==> src/rtl/ahb_bridge_pkg.sv <==
// AHB-to-AXI bridge front end shared types
// Bus encodings, FSM states and the beat count type
`default_nettype none

package ahb_bridge_pkg;

  // ------------------------------------------------------------
  // AHB-Lite encodings
  // ------------------------------------------------------------
  typedef enum logic [1:0] {
    TRANS_IDLE   = 2'b00,
    TRANS_BUSY   = 2'b01,
    TRANS_NONSEQ = 2'b10,  // First beat of any transfer
    TRANS_SEQ    = 2'b11
  } htrans_e;

  typedef enum logic [2:0] {
    BURST_SINGLE = 3'b000,
    BURST_INCR   = 3'b001,  // Undefined length, treated as one beat
    BURST_WRAP4  = 3'b010,
    BURST_INCR4  = 3'b011,
    BURST_WRAP8  = 3'b100,
    BURST_INCR8  = 3'b101,
    BURST_WRAP16 = 3'b110,
    BURST_INCR16 = 3'b111
  } hburst_e;

  typedef enum logic {
    RESP_OKAY  = 1'b0,
    RESP_ERROR = 1'b1
  } hresp_e;

  // Back-end write response, AXI style
  typedef enum logic [1:0] {
    AXI_OKAY   = 2'b00,
    AXI_EXOKAY = 2'b01,
    AXI_SLVERR = 2'b10,
    AXI_DECERR = 2'b11
  } axi_resp_e;

  // ------------------------------------------------------------
  // Access FSM
  // ------------------------------------------------------------
  typedef enum logic [2:0] {
    ST_IDLE    = 3'd0,
    ST_WR_DATA = 3'd1,
    ST_WR_RESP = 3'd2,
    ST_WR_ERR  = 3'd3,
    ST_RD_WAIT = 3'd4,
    ST_RD_DATA = 3'd5
  } access_state_e;

  localparam int BEAT_CNT_W = 4;
  typedef logic [BEAT_CNT_W-1:0] beat_cnt_t;  // Beats minus one

endpackage

`default_nettype wire

==> src/rtl/ahb_cmd_capture.sv <==
// AHB-Lite address phase capture
// Flags new transfers and holds the command fields for the back end
`default_nettype none

module ahb_cmd_capture #(
  parameter int AHB_AWIDTH = 32
) (
  input  wire                          HCLK,
  input  wire                          HRESETn,
  input  wire                          HSEL,
  input  wire                          HREADY,
  input  var ahb_bridge_pkg::htrans_e  HTRANS,
  input  wire                          HWRITE,
  input  wire [AHB_AWIDTH-1:0]         HADDR,
  input  wire [2:0]                    HSIZE,
  input  var ahb_bridge_pkg::hburst_e  HBURST,
  input  wire                          accept,
  output logic                         xfer_valid,
  output logic [AHB_AWIDTH-1:0]        cmd_addr,
  output logic                         cmd_write,
  output logic [2:0]                   cmd_size,
  output ahb_bridge_pkg::beat_cnt_t    cmd_len
);

  ahb_bridge_pkg::beat_cnt_t len_dec;  // Beat count of the current address phase

  // Only NONSEQ starts a command, SEQ beats ride on the burst
  assign xfer_valid = HSEL && HREADY && (HTRANS == ahb_bridge_pkg::TRANS_NONSEQ);

  // ------------------------------------------------------------
  // Burst length decode
  // ------------------------------------------------------------
  always_comb begin
    case (HBURST)
      ahb_bridge_pkg::BURST_WRAP16,
      ahb_bridge_pkg::BURST_INCR16: len_dec = ahb_bridge_pkg::beat_cnt_t'(15);
      ahb_bridge_pkg::BURST_WRAP8,
      ahb_bridge_pkg::BURST_INCR8:  len_dec = ahb_bridge_pkg::beat_cnt_t'(7);
      ahb_bridge_pkg::BURST_WRAP4,
      ahb_bridge_pkg::BURST_INCR4:  len_dec = ahb_bridge_pkg::beat_cnt_t'(3);
      default:                      len_dec = '0;  // SINGLE and INCR, one beat
    endcase
  end

  // Direction and length steer the FSM
  always_ff @(posedge HCLK or negedge HRESETn) begin
    if (!HRESETn) begin
      cmd_write <= 1'b0;
      cmd_len   <= '0;
    end else if (accept) begin
      cmd_write <= HWRITE;
      cmd_len   <= len_dec;
    end
  end

  // Address and size only travel to the back end
  always_ff @(posedge HCLK) begin
    if (accept) begin
      cmd_addr <= HADDR;
      cmd_size <= HSIZE;
    end
  end

  // Bursts are never paused by the master
  no_busy_xfer: assert property (@(posedge HCLK) disable iff (!HRESETn)
    HSEL |-> (HTRANS != ahb_bridge_pkg::TRANS_BUSY))
    else $error("BUSY transfer seen on a selected slave");

endmodule

`default_nettype wire

==> src/rtl/ahb_access_fsm.sv <==
// AHB access state machine
// Drives HREADYOUT/HRESP, counts beats and runs the command req/ack
`default_nettype none

module ahb_access_fsm (
  input  wire                            HCLK,
  input  wire                            HRESETn,
  input  wire                            xfer_valid,
  input  wire                            HWRITE,
  input  wire                            cmd_write,
  input  wire ahb_bridge_pkg::beat_cnt_t cmd_len,
  input  wire                            wr_full,
  input  wire                            rd_empty,
  input  wire                            rd_data_valid,
  input  wire                            cmd_ack,
  input  wire                            bresp_valid,
  input  var ahb_bridge_pkg::axi_resp_e  bresp,
  output logic                           accept,
  output logic                           HREADYOUT,
  output ahb_bridge_pkg::hresp_e         hresp,
  output logic                           wr_push,
  output logic                           rd_pop,
  output logic                           cmd_req
);

  ahb_bridge_pkg::access_state_e state;
  ahb_bridge_pkg::access_state_e state_nxt;
  ahb_bridge_pkg::beat_cnt_t     beat_cnt;  // Index of the beat in progress

  logic hs_done;    // Four-phase handshake back at rest
  logic last_beat;
  logic next_last;  // Beat after this one is the last
  logic done_cyc;   // HREADYOUT high that ends the transfer
  logic beat_inc;
  logic resp_seen;  // bresp received, waiting to be returned
  logic resp_err;

  assign hs_done   = !cmd_req && !cmd_ack;
  assign last_beat = (beat_cnt == cmd_len);
  assign next_last = ((beat_cnt + 1'b1) == cmd_len);

  // New transfers only when idle or on the closing beat
  assign accept = xfer_valid && ((state == ahb_bridge_pkg::ST_IDLE) || done_cyc);

  // ------------------------------------------------------------
  // Outputs per state
  // ------------------------------------------------------------
  always_comb begin
    HREADYOUT = 1'b0;
    hresp     = ahb_bridge_pkg::RESP_OKAY;
    wr_push   = 1'b0;
    rd_pop    = 1'b0;
    done_cyc  = 1'b0;
    beat_inc  = 1'b0;
    case (state)
      ahb_bridge_pkg::ST_IDLE: HREADYOUT = 1'b1;
      ahb_bridge_pkg::ST_WR_DATA: begin
        wr_push   = !wr_full;                // Back-pressure while full
        HREADYOUT = !wr_full && !last_beat;  // Last beat held until bresp
        beat_inc  = !wr_full && !last_beat;
      end
      ahb_bridge_pkg::ST_WR_RESP: begin
        if (resp_seen && hs_done) begin
          if (resp_err) begin
            hresp = ahb_bridge_pkg::RESP_ERROR;  // First ERROR cycle, not ready
          end else begin
            HREADYOUT = 1'b1;
            done_cyc  = 1'b1;
          end
        end
      end
      ahb_bridge_pkg::ST_WR_ERR: begin
        HREADYOUT = 1'b1;
        hresp     = ahb_bridge_pkg::RESP_ERROR;
        done_cyc  = 1'b1;
      end
      ahb_bridge_pkg::ST_RD_WAIT: begin
        // Last word only once the command handshake has closed
        rd_pop = !rd_empty && (!last_beat || hs_done);
      end
      ahb_bridge_pkg::ST_RD_DATA: begin
        if (rd_data_valid) begin
          HREADYOUT = 1'b1;                  // HRDATA loaded last cycle
          if (last_beat) begin
            done_cyc = 1'b1;
          end else begin
            beat_inc = 1'b1;
            rd_pop   = !rd_empty && (!next_last || hs_done);  // Back-to-back beats
          end
        end
      end
      default: ;
    endcase
  end

  // ------------------------------------------------------------
  // Next state
  // ------------------------------------------------------------
  always_comb begin
    state_nxt = state;
    if (accept) begin
      state_nxt = HWRITE ? ahb_bridge_pkg::ST_WR_DATA : ahb_bridge_pkg::ST_RD_WAIT;
    end else if (done_cyc) begin
      state_nxt = ahb_bridge_pkg::ST_IDLE;
    end else begin
      case (state)
        ahb_bridge_pkg::ST_WR_DATA:
          if (wr_push && last_beat) state_nxt = ahb_bridge_pkg::ST_WR_RESP;
        ahb_bridge_pkg::ST_WR_RESP:  // OKAY ends through done_cyc
          if (resp_seen && hs_done) state_nxt = ahb_bridge_pkg::ST_WR_ERR;
        ahb_bridge_pkg::ST_RD_WAIT:
          if (rd_pop) state_nxt = ahb_bridge_pkg::ST_RD_DATA;
        ahb_bridge_pkg::ST_RD_DATA:
          if (rd_data_valid && !rd_pop) state_nxt = ahb_bridge_pkg::ST_RD_WAIT;
        default: ;
      endcase
    end
  end

  always_ff @(posedge HCLK or negedge HRESETn) begin
    if (!HRESETn) begin
      state     <= ahb_bridge_pkg::ST_IDLE;
      beat_cnt  <= '0;
      cmd_req   <= 1'b0;
      resp_seen <= 1'b0;
      resp_err  <= 1'b0;
    end else begin
      state <= state_nxt;
      if (accept) begin
        beat_cnt <= '0;
      end else if (beat_inc) begin
        beat_cnt <= beat_cnt + 1'b1;
      end
      // Four-phase req, raised with the address latch
      if (accept) begin
        cmd_req <= 1'b1;
      end else if (cmd_ack) begin
        cmd_req <= 1'b0;
      end
      // Only a write command takes a response
      if (bresp_valid && cmd_write) begin
        resp_seen <= 1'b1;
        resp_err  <= (bresp != ahb_bridge_pkg::AXI_OKAY);  // Only OKAY succeeds
      end else if ((state == ahb_bridge_pkg::ST_WR_RESP) && (state_nxt != state)) begin
        resp_seen <= 1'b0;
      end
    end
  end

  // ------------------------------------------------------------
  // Checks on the handshake and the back end
  // ------------------------------------------------------------
  req_held_until_ack: assert property (@(posedge HCLK) disable iff (!HRESETn)
    $fell(cmd_req) |-> $past(cmd_ack))
    else $error("cmd_req fell before cmd_ack");

  bresp_in_wr_resp: assert property (@(posedge HCLK) disable iff (!HRESETn)
    bresp_valid |-> (state == ahb_bridge_pkg::ST_WR_RESP))
    else $error("bresp_valid outside WR_RESP");

endmodule

`default_nettype wire

==> src/rtl/ahb_wr_buffer.sv <==
// Write channel FIFO
// Filled from HWDATA by the FSM, drained by the back end, first-word fall-through
`default_nettype none

module ahb_wr_buffer #(
  parameter int AHB_DWIDTH = 32,
  parameter int FIFO_DEPTH = 4
) (
  input  wire                    HCLK,
  input  wire                    HRESETn,
  input  wire [AHB_DWIDTH-1:0]   HWDATA,
  input  wire                    wr_push,
  input  wire                    wr_pop,
  output logic [AHB_DWIDTH-1:0]  wr_data,
  output logic                   wr_empty,
  output logic                   wr_full
);

  localparam int PTR_W = $clog2(FIFO_DEPTH);

  logic [AHB_DWIDTH-1:0] mem [FIFO_DEPTH];
  logic [PTR_W:0]        wptr;  // Extra MSB separates full from empty
  logic [PTR_W:0]        rptr;

  // ------------------------------------------------------------
  // Pointers
  // ------------------------------------------------------------
  always_ff @(posedge HCLK or negedge HRESETn) begin
    if (!HRESETn) begin
      wptr <= '0;
      rptr <= '0;
    end else begin
      if (wr_push) begin
        wptr <= wptr + 1'b1;
      end
      if (wr_pop) begin
        rptr <= rptr + 1'b1;
      end
    end
  end

  // Data phase ends on this edge
  always_ff @(posedge HCLK) begin
    if (wr_push) begin
      mem[wptr[PTR_W-1:0]] <= HWDATA;
    end
  end

  assign wr_data  = mem[rptr[PTR_W-1:0]];  // Oldest word always visible
  assign wr_empty = (wptr == rptr);
  assign wr_full  = (wptr[PTR_W] != rptr[PTR_W]) &&
                    (wptr[PTR_W-1:0] == rptr[PTR_W-1:0]);

  // Back end must not underrun
  no_pop_empty: assert property (@(posedge HCLK) disable iff (!HRESETn)
    wr_pop |-> !wr_empty)
    else $error("Write FIFO popped while empty");

endmodule

`default_nettype wire

==> src/rtl/ahb_rd_buffer.sv <==
// Read channel FIFO
// Filled by the back end, each pop loads the registered HRDATA
`default_nettype none

module ahb_rd_buffer #(
  parameter int AHB_DWIDTH = 32,
  parameter int FIFO_DEPTH = 4
) (
  input  wire                    HCLK,
  input  wire                    HRESETn,
  input  wire                    rd_push,
  input  wire [AHB_DWIDTH-1:0]   rd_push_data,
  input  wire                    rd_pop,
  output logic                   rd_full,
  output logic                   rd_empty,
  output logic [AHB_DWIDTH-1:0]  HRDATA,
  output logic                   rd_data_valid
);

  localparam int PTR_W = $clog2(FIFO_DEPTH);

  logic [AHB_DWIDTH-1:0] mem [FIFO_DEPTH];
  logic [PTR_W:0]        wptr;  // Wrap bit on top
  logic [PTR_W:0]        rptr;

  // ------------------------------------------------------------
  // Pointers and valid flag
  // ------------------------------------------------------------
  always_ff @(posedge HCLK or negedge HRESETn) begin
    if (!HRESETn) begin
      wptr          <= '0;
      rptr          <= '0;
      rd_data_valid <= 1'b0;
    end else begin
      if (rd_push) begin
        wptr <= wptr + 1'b1;
      end
      if (rd_pop) begin
        rptr <= rptr + 1'b1;
      end
      rd_data_valid <= rd_pop;  // High in the beat's ready cycle
    end
  end

  always_ff @(posedge HCLK) begin
    if (rd_push) begin
      mem[wptr[PTR_W-1:0]] <= rd_push_data;
    end
  end

  // HRDATA holds until the next pop
  always_ff @(posedge HCLK) begin
    if (rd_pop) begin
      HRDATA <= mem[rptr[PTR_W-1:0]];
    end
  end

  assign rd_empty = (wptr == rptr);
  assign rd_full  = (wptr[PTR_W] != rptr[PTR_W]) &&
                    (wptr[PTR_W-1:0] == rptr[PTR_W-1:0]);

  // Back end watches rd_full
  no_push_full: assert property (@(posedge HCLK) disable iff (!HRESETn)
    rd_push |-> !rd_full)
    else $error("Read FIFO pushed while full");

endmodule

`default_nettype wire

==> src/rtl/ahb_to_axi_front.sv <==
// AHB-Lite slave front end of the AHB-to-AXI bridge
// Capture, access FSM and the two channel FIFOs
`default_nettype none

module ahb_to_axi_front #(
  parameter int AHB_AWIDTH = 32,
  parameter int AHB_DWIDTH = 32,
  parameter int FIFO_DEPTH = 4
) (
  input  wire                            HCLK,
  input  wire                            HRESETn,
  // AHB-Lite slave
  input  wire                            HSEL,
  input  wire [AHB_AWIDTH-1:0]           HADDR,
  input  wire                            HWRITE,
  input  wire                            HREADY,
  input  var ahb_bridge_pkg::htrans_e    HTRANS,
  input  wire [2:0]                      HSIZE,
  input  var ahb_bridge_pkg::hburst_e    HBURST,
  input  wire [AHB_DWIDTH-1:0]           HWDATA,
  output logic                           HREADYOUT,
  output logic [1:0]                     HRESP,
  output logic [AHB_DWIDTH-1:0]          HRDATA,
  // Command, four-phase
  output logic [AHB_AWIDTH-1:0]          cmd_addr,
  output logic                           cmd_write,
  output logic [2:0]                     cmd_size,
  output ahb_bridge_pkg::beat_cnt_t      cmd_len,
  output logic                           cmd_req,
  input  wire                            cmd_ack,
  // Write data and response
  output logic [AHB_DWIDTH-1:0]          wr_data,
  output logic                           wr_empty,
  input  wire                            wr_pop,
  input  wire                            bresp_valid,
  input  var ahb_bridge_pkg::axi_resp_e  bresp,
  // Read data
  input  wire                            rd_push,
  input  wire [AHB_DWIDTH-1:0]           rd_push_data,
  output logic                           rd_full
);

  logic                   xfer_valid;
  logic                   accept;
  logic                   wr_push;
  logic                   wr_full;
  logic                   rd_pop;
  logic                   rd_empty;
  logic                   rd_data_valid;
  ahb_bridge_pkg::hresp_e hresp;

  assign HRESP = {1'b0, hresp};  // AHB-Lite only uses the low bit

  // ------------------------------------------------------------
  // Blocks
  // ------------------------------------------------------------
  ahb_cmd_capture #(.AHB_AWIDTH(AHB_AWIDTH)) u_capture (
    .HCLK, .HRESETn, .HSEL, .HREADY, .HTRANS, .HWRITE, .HADDR, .HSIZE, .HBURST,
    .accept, .xfer_valid, .cmd_addr, .cmd_write, .cmd_size, .cmd_len
  );

  ahb_access_fsm u_fsm (
    .HCLK, .HRESETn, .xfer_valid, .HWRITE, .cmd_write, .cmd_len,
    .wr_full, .rd_empty, .rd_data_valid, .cmd_ack, .bresp_valid, .bresp,
    .accept, .HREADYOUT, .hresp, .wr_push, .rd_pop, .cmd_req
  );

  ahb_wr_buffer #(
    .AHB_DWIDTH(AHB_DWIDTH),
    .FIFO_DEPTH(FIFO_DEPTH)
  ) u_wr_buf (
    .HCLK, .HRESETn, .HWDATA, .wr_push, .wr_pop,
    .wr_data, .wr_empty, .wr_full
  );

  ahb_rd_buffer #(
    .AHB_DWIDTH(AHB_DWIDTH),
    .FIFO_DEPTH(FIFO_DEPTH)
  ) u_rd_buf (
    .HCLK, .HRESETn, .rd_push, .rd_push_data, .rd_pop,
    .rd_full, .rd_empty, .HRDATA, .rd_data_valid
  );

endmodule

`default_nettype wire

==> config.mk <==
export PLATFORM = sky130hd
export DESIGN_NAME = ahb_to_axi_front
export DESIGN_NICKNAME = d
export VERILOG_FILES = /design/src/rtl/ahb_bridge_pkg.sv /design/src/rtl/ahb_cmd_capture.sv /design/src/rtl/ahb_access_fsm.sv /design/src/rtl/ahb_wr_buffer.sv /design/src/rtl/ahb_rd_buffer.sv /design/src/rtl/ahb_to_axi_front.sv
export SDC_FILE = /design/constraint.sdc
export NUM_CORES = 1
export LEC_CHECK = 0
export BUFFER_PORTS_ARGS = -buffer_cell sky130_fd_sc_hd__clkbuf_2
export CAP_MARGIN = 40
export CORE_ASPECT_RATIO = 0.6
export CORE_UTILIZATION = 40
export CTS_BUF_LIST = sky130_fd_sc_hd__clkbuf_16
export DETAILED_ROUTE_END_ITERATION = 10
export PLACE_DENSITY_LB_ADDON = 0.25
export SLEW_MARGIN = 20
export SYNTH_ARGS = -nofsm -noshare
export SYNTH_HDL_FRONTEND = slang
export SYNTH_SLANG_ARGS = --single-unit
export TNS_END_PERCENT = 10
==> constraint.sdc <==
create_clock -name HCLK -period 3.5 [get_ports HCLK]
set_input_delay 0.175 -clock HCLK [delete_from_list [all_inputs] [get_ports HCLK]]
set_output_delay 0.175 -clock HCLK [all_outputs]
set_load 0.02 [all_outputs]
==> results of run 1 <==
[state kept, by name, summed over array words and instances (netlist names), 4 cells and up]
signal              count
u_capture.cmd_addr     32
u_fsm.beat_cnt          4
u_rd_buf.HRDATA        32
u_rd_buf.mem          128
u_wr_buf.mem          128
[where the power goes]
| part | switching [mW] | leakage, nW | internal (mW) |
|---|---|---|---|
| Combinational | 2.54 | 2.31 | 1.70 |
| Clock | 1.50 | 0.534 | 1.96 |
| Sequential | 0.366 | 3.27 | 5.77 |
| Total | 4.40 | 6.11 | 9.43 |
[what timing repair did]
action	in CTS	in global routing
hold buffers	111	0
setup endpoints to repair	0	0
hold endpoints to repair	332	0
[final cells by class]
cell class                      count  area [um2]  share of cell area
Sequential cell                   350       10400               0.621
Inverter                           11        41.3             0.00247
Clock buffer                       35         876              0.0525
Timing Repair Buffer              350        2390               0.143
Tap cell                          416         520              0.0312
Clock inverter                     25         161             0.00967
Multi-Input combinational cell    181        2330               0.140
[synth_stat cells, types with 3 or more instances]
| master | n |
|---|---|
| xnor2_1 | 8 |
| xor2_1 | 12 |
| a21oi_1 | 6 |
| mux2i_1 | 3 |
| nand4b_1 | 3 |
| ha_1 | 11 |
| inv_1 | 11 |
| mux4_2 | 64 |
| clkbuf_1 | 10 |
| buf_2 | 10 |
| and2_1 | 8 |
| nand2_1 | 14 |
| buf_4 | 4 |
| nor2_1 | 8 |
| nand3_1 | 4 |
| dfrtp_1 | 27 |
| o21ai_0 | 6 |
| edfxtp_1 | 323 |
[logic make-up after synthesis]
logic type,Yosys count
flops,350
mux,71
buf+inv,35
fa+ha+maj,11
xor+xnor,20
simple gates,49
other cells,1
compound gates,29
[per-layer routing]
metal / track usage / vias up / wire, um
met5: 0 / - / 0
met3: 0.0330 / 35 / 1110
met1: 0.228 / 3411 / 12200
met4: 0.0400 / 0 / 408
li1: - / 3021 / -
met2: 0.246 / 138 / 11800
[critical path, delay by kind of cell, from the launching register on]
| family | cells | cell delay, ns |
|---|---|---|
| DFF | 1 | 0.46 |
| buffers and inverters | 1 | 0.30 |
| AOI/OAI and AO/OA | 3 | 0.78 |
| adders and majority gates | 1 | 0.35 |
| and+or+nand+nor | 1 | 0.38 |
| xor gates and xnor gates | 1 | 0.20 |
[worst paths after layout]
path	slack, ns	cells past startpoint	startpoint	end
hold reg to reg	0.48	2	u_fsm.resp_seen	u_fsm.resp_seen
setup / recovery	0.88	7	u_fsm.beat_cnt[0]	u_rd_buf.rptr[0]
max in group asynchronous	3.15	3	HRESETn	u_wr_buf.rptr[0]
setup reg to reg	0.88	7	u_fsm.beat_cnt[0]	u_rd_buf.rptr[0]
hold / removal	0.18	3	HRESETn	u_capture.cmd_len[3]
min in group HCLK	0.18	4	HSEL	u_fsm.beat_cnt[1]
==> results.ini, run 1 <==
[die]
dieArea_um2=32900
die_w_um=233
io_pins=225
rows=50
die_h_um=141
initial_core_util=0.409
core-area_um2=31400

[placement]
dp.cells=1196
place.gp.congestion=0.722
dp_hpwl_um=15500
post-place-ws_ns=0.894
place_area_um2=14500
port_buffers=222

[yosys]
syn_area_um2=12800
synth_area_leader_cell=edfxtp_1
syn-num-nets=692
ys_seq_area_frac=0.807
yosys_most_used_dff=edfxtp_1
synth-async-reset-ratio=0.0771
ys_ff_latch=350
synth_edf_count=323
synth_xor_area_frac=0.0136
synth_cells=566
synth_top_family_by_area=multiplexers
muxShareOfSynthArea=0.118
synth_simple_gate_area_share=0.0205
synthDominantCellAreaShare=0.755
synth.distinct_cells=44
synth_fa_ha_area_frac=0.0107
ys_top_cells_by_area=edfxtp_1 (75%), mux4_2 (11%), dfrtp_1 (5.3%)
yosys_warnings=0
syn_area_per_cell_um2=22.7
synth_compound_area_frac=0.0167

[setup_path]
crit_type=flip-flop to flip-flop
cp-end-kind=flip-flop
critPathMaxFanout=32
critPathRequiredTime_ns=3.86
worst_path_max_delay_cell=dfrtp_1
critPathLaunchType=flip-flop
cp.arrival_ns=2.98
cpPeakStageDelay_ns=0.46
path_cells=ha_1 -> or3b_1 -> a221o_1 -> o31ai_4 -> a21oi_4 -> buf_4 -> xor2_1

[hold_path]
hold_path_class=primary input to asynchronous set/reset pin

[layout]
layout_common_cells=edfxtp_1 (323), clkbuf_2 (222), dlygate4sd3_1 (111), mux4_2 (64), clkbuf_16 (35)
filler_cell_count=2491
instances_no_fill=1368
nets=1054
n_antenna_cell=0
final_common_cell=edfxtp_1
utilization=0.532
drive_above_1_share=0.374
post-route-cell-area_um2=16700
area_growth_pct=30.0

[clock_tree]
cts_tree=yes
cts_setup_buffers=0
clk_pin_slew_ns=0.06
cts_inserted_buffers=34
clk_root_buffer_cell=clkbuf_16
clockBufferDepth=3
htreeDepth=2
cts.sinks=350
cts_resized=0
insertion_delay_ns=0.51

[timing]
hold_slack_ns=0.175
setup_ws_ns=0.879
slew_headroom=0.522
finalSetupViolations=0
finalCriticalPeriod_ns=2.62
tns_ns=0
finalHoldViolCount=0
skew_ns=0.0133
period_share=0.749
rsz0062_at_grt=no
fmax_mhz=381
tightest_slew_ns=0.717
maxSlewViolCount=0

[power]
p_per_area_nw_per_um2=828
vdd_drop_max_v=0.000424
report.power.total_mw=13.8
leakage_nw=6.11

[drt]
dr.pass1.iters=8
via_per_inst=4.83
final_antenna_net_count=0
drc=28
drt-total-wl_um=25500
drt_iter0_markers=341
num_vias=6605
wl_per_cell_um=18.7

[grt]
grt_max_degree=35
track_usage=0.158
grt_pass1_wl_um=39600
grt_pass1_vias=7064
antenna_found_initial=0
grt.overflow.total=0

[run_status]
outcome=complete, but fails checks
violations=DRC

[flow_run]
cap_viol_max_count=0

Note: power is estimated with default switching activity, not from simulation.
==> run 2, diff against run 1 <==
- ABC_AREA: not set -> 1
- clock period: 3.5 -> 2.2 ns (I/O delays scaled with it)
==> run 2 against run 1 <==
Net effect:
- the run now ends clean
- register-to-register slack worse by 0.77 ns
- combinational power grew 76%
- total power rose by 63%
- global-route usage rose by 2.0 points
- count of clock-buffer cells in the layout rose by 1
- area after synthesis is 2.0% higher
==> results.ini, run 2 <==
[setup_path]
cp.arrival_ns=1.98  ; -1.00 ns
crit_type=flip-flop to output port
reg2regPathDepth=5  ; -2
r2r_start=u_capture.cmd_write
cp-startpoint=u_wr_buf.rptr[0]
reg2reg_slack_ns=0.11  ; -0.77 ns
critPathLaunchType=flip-flop
critPathRequiredTime_ns=2.09  ; -1.77 ns
critPathMaxFanout=6  ; -81%
cp-end-kind=output port
r2r-end=u_fsm.resp_err

[yosys]
synth.most_common_cell=edfxtp_1
ys_seq_area_frac=0.792  ; -0.0157
yosys-top-cells-count=edfxtp_1 (323), nor2_1 (149), o21ai_0 (135)
ys_top_cells_by_area=edfxtp_1 (74%), dfrtp_1 (5.2%), o21ai_0 (5.2%)
synth.distinct_cells=31  ; -30%
syn-num-nets=1031  ; +49%
synth_area_leader_cell=edfxtp_1
syn_area_um2=13100  ; +2.0%
yosys_most_used_dff=edfxtp_1
synth_cells=905  ; +60%
yosys_warnings=0  ; unchanged
synth_edf_count=323  ; unchanged
synthDominantCellAreaShare=0.740  ; -0.0146
synth-async-reset-ratio=0.0771  ; unchanged
ys_ff_latch=350  ; unchanged
syn_area_per_cell_um2=14.5  ; -36%

[power]
p_int_mw=14.4  ; +53%
power_switching_mw=8.05  ; +83%
vdd_drop_max_v=0.000843  ; +99%
seq_power_share=0.424  ; -0.020
swShare=0.358  ; +0.0398
leakage_nw=6.48  ; +6.1%
combinationalPowerShare=0.332  ; +0.025
p_clk_frac=0.243  ; -0.007
p_per_area_nw_per_um2=1310  ; +58%

[timing]
slew_headroom=0.528  ; +0.00583
finalCriticalPeriod_ns=2.09
finalHoldViolCount=0  ; unchanged
tightest_slew_ns=0.709  ; -0.00874 ns
skew_ns=0.0183  ; +0.00502 ns
period_share=0.952
hold_slack_ns=0.0284  ; -0.147 ns
rsz0062_at_grt=yes
maxSlewViolCount=0  ; unchanged
setup_ws_ns=0.106  ; -0.772 ns
fmax_mhz=478
finalSetupViolations=0  ; unchanged

[drt]
via_per_inst=4.89  ; +1.2%
num_vias=8319  ; +26%
dr.pass1.iters=4  ; -4
drt-total-wl_um=29700  ; +16%
wl_per_cell_um=17.5  ; -6.5%
drc=0  ; -100%
final_antenna_net_count=0  ; unchanged
drt_iter0_markers=587  ; +72%

[placement]
dp_hpwl_um=17500  ; +13%
place_area_um2=14900  ; +2.5%
place.gp.congestion=0.797  ; +10%
post-place-ws_ns=0.156  ; -0.738 ns
dp.cells=1524  ; +27%
port_buffers=222  ; unchanged

[grt]
grt_max_degree=66  ; +89%
grt_pass1_wl_um=46400  ; +17%
grt.busiest_layer=met2
grt.overflow.total=0  ; unchanged
use_met2=0.294  ; +0.0477
use_met3=0.0372  ; +0.00427
track_usage=0.178  ; +0.0200
grtUsageMet1=0.239  ; +0.0110
antenna_found_initial=1  ; +1
grt_pass1_vias=8422  ; +19%

[die]
dieArea_um2=33500  ; +2.0%
die_w_um=236  ; +0.98%
die_h_um=142  ; +0.97%
core-area_um2=31700  ; +1.0%
initial_core_util=0.413  ; +0.00397
rows=50  ; unchanged
io_pins=225  ; unchanged

[clock_tree]
cts.sinks=350  ; unchanged
cts_setup_buffers=0  ; unchanged
insertion_delay_ns=0.52  ; about the same
clk_pin_slew_ns=0.06  ; about the same
clk_root_buffer_cell=clkbuf_16
cts_inserted_buffers=35  ; +2.9%
htreeDepth=2  ; unchanged
cts_tree=yes
clockBufferDepth=3  ; unchanged

[layout]
layout_common_cells=edfxtp_1 (323), clkbuf_2 (221), nor2_1 (142), o21ai_0 (135), dlygate4sd3_1 (113)
drive_above_1_share=0.259  ; -0.115
multi_input_area_um2=2430  ; +4.1%
area_growth_pct=30.9
post-route-cell-area_um2=17100  ; +2.7%
regArea_um2=10400  ; about the same
nets=1385  ; +31%
instances_no_fill=1702  ; +24%
filler_cell_count=2602  ; +4.5%
final_common_cell=edfxtp_1

[run_status]
outcome=completed

[flow_run]
cap_viol_max_count=0  ; unchanged

[hold_path]
hold_path_class=primary input to asynchronous set/reset pin

-- run 2: changes by cell type in the layout (fill, tap and decap cells not counted), moves of 6 or more --
| cell | change |
|---|---|
| and2_1 | -7 |
| buf_12 | +8 |
| clkinv_2 | +6 |
| inv_1 | +25 |
| mux4_2 | -64 |
| nand2_1 | +30 |
| nand2_2 | +7 |
| nand3_1 | +9 |
| nor2_1 | +134 |
| nor2_2 | +7 |
| o21ai_0 | +129 |
| o22ai_1 | +64 |
| xnor2_1 | -7 |
-- run 2: kinds of logic after synthesis --
logic type	count (synthesis)	share of synthesized area
compound gates	214	0.0882
xor+xnor	13	0.00869
fa+ha+maj	11	0.0105
buf+inv	87	0.0269
flops	350	0.792
other cells	1	0.000286
simple gates	229	0.0735
-- run 2: layout make-up --
type,count,share of cell area
Sequential cell,350,0.605
Inverter,44,0.0101
Clock buffer,36,0.0525
Timing Repair Buffer,360,0.151
Clock inverter,27,0.00868
Antenna cell,1,0.000146
Tap cell,416,0.0304
Multi-Input combinational cell,468,0.142
-- run 2: what timing repair did --
item,in CTS,in global routing
hold endpoints to repair,333,0
resized for setup,0,12
hold buffers,113,0
endpoints found under the setup margin,0,15
-- run 2: power groups by stage --
stage	combinational, mW	sequential [mW]	clock (mW)
floorplan	4.50	9.77	0
global placement	7.27	9.62	0
detailed placement	7.33	9.66	0
CTS	7.54	9.52	5.64
global route	8.24	9.69	5.91
finish	7.48	9.55	5.48
-- run 2: per-stage QoR --
stage | setup TNS, ns | power [mW] | utilization
after CTS | 0 | 22.7 | 0.538
after floorplan | -37.01 | 14.3 | -
after global routing | -0.0338 | 23.8 | 0.541
final | 0 | 22.5 | 0.541
after global placement | 0 | 16.9 | 0.469
after detailed placement | 0 | 17.0 | 0.469
-- run 2: worst max-delay path by stage --
| stage | endpoint | slack [ns] | depth (start not counted) |
|---|---|---|---|
| 3_3_place_gp | u_rd_buf.HRDATA[21] | 0.16 | 11 |
| 3_5_place_dp | u_rd_buf.HRDATA[16] | 0.16 | 11 |
| 2_1_floorplan | u_wr_buf.mem[2][0] | -0.39 | 5 |
| 4_1_cts | HREADYOUT | 0.01 | 7 |
| 6_report | HREADYOUT | 0.11 | 7 |
| 5_1_grt | HREADYOUT | -0.02 | 7 |
-- run 2: worst max-delay path: stages, from the launching register on --
cell	delay [ns]
dfrtp_2	0.45
xnor2_2	0.21
nand3_2	0.15
nand2_4	0.17
clkinv_4	0.09
nand2_4	0.07
nand4_1	0.12
buf_2	0.20
-- run 2: routing by layer --
layer	wire (um)	up-vias
li1	-	4031
met1	13700	4019
met2	14100	236
met3	1480	33
met4	500	0
met5	0	-
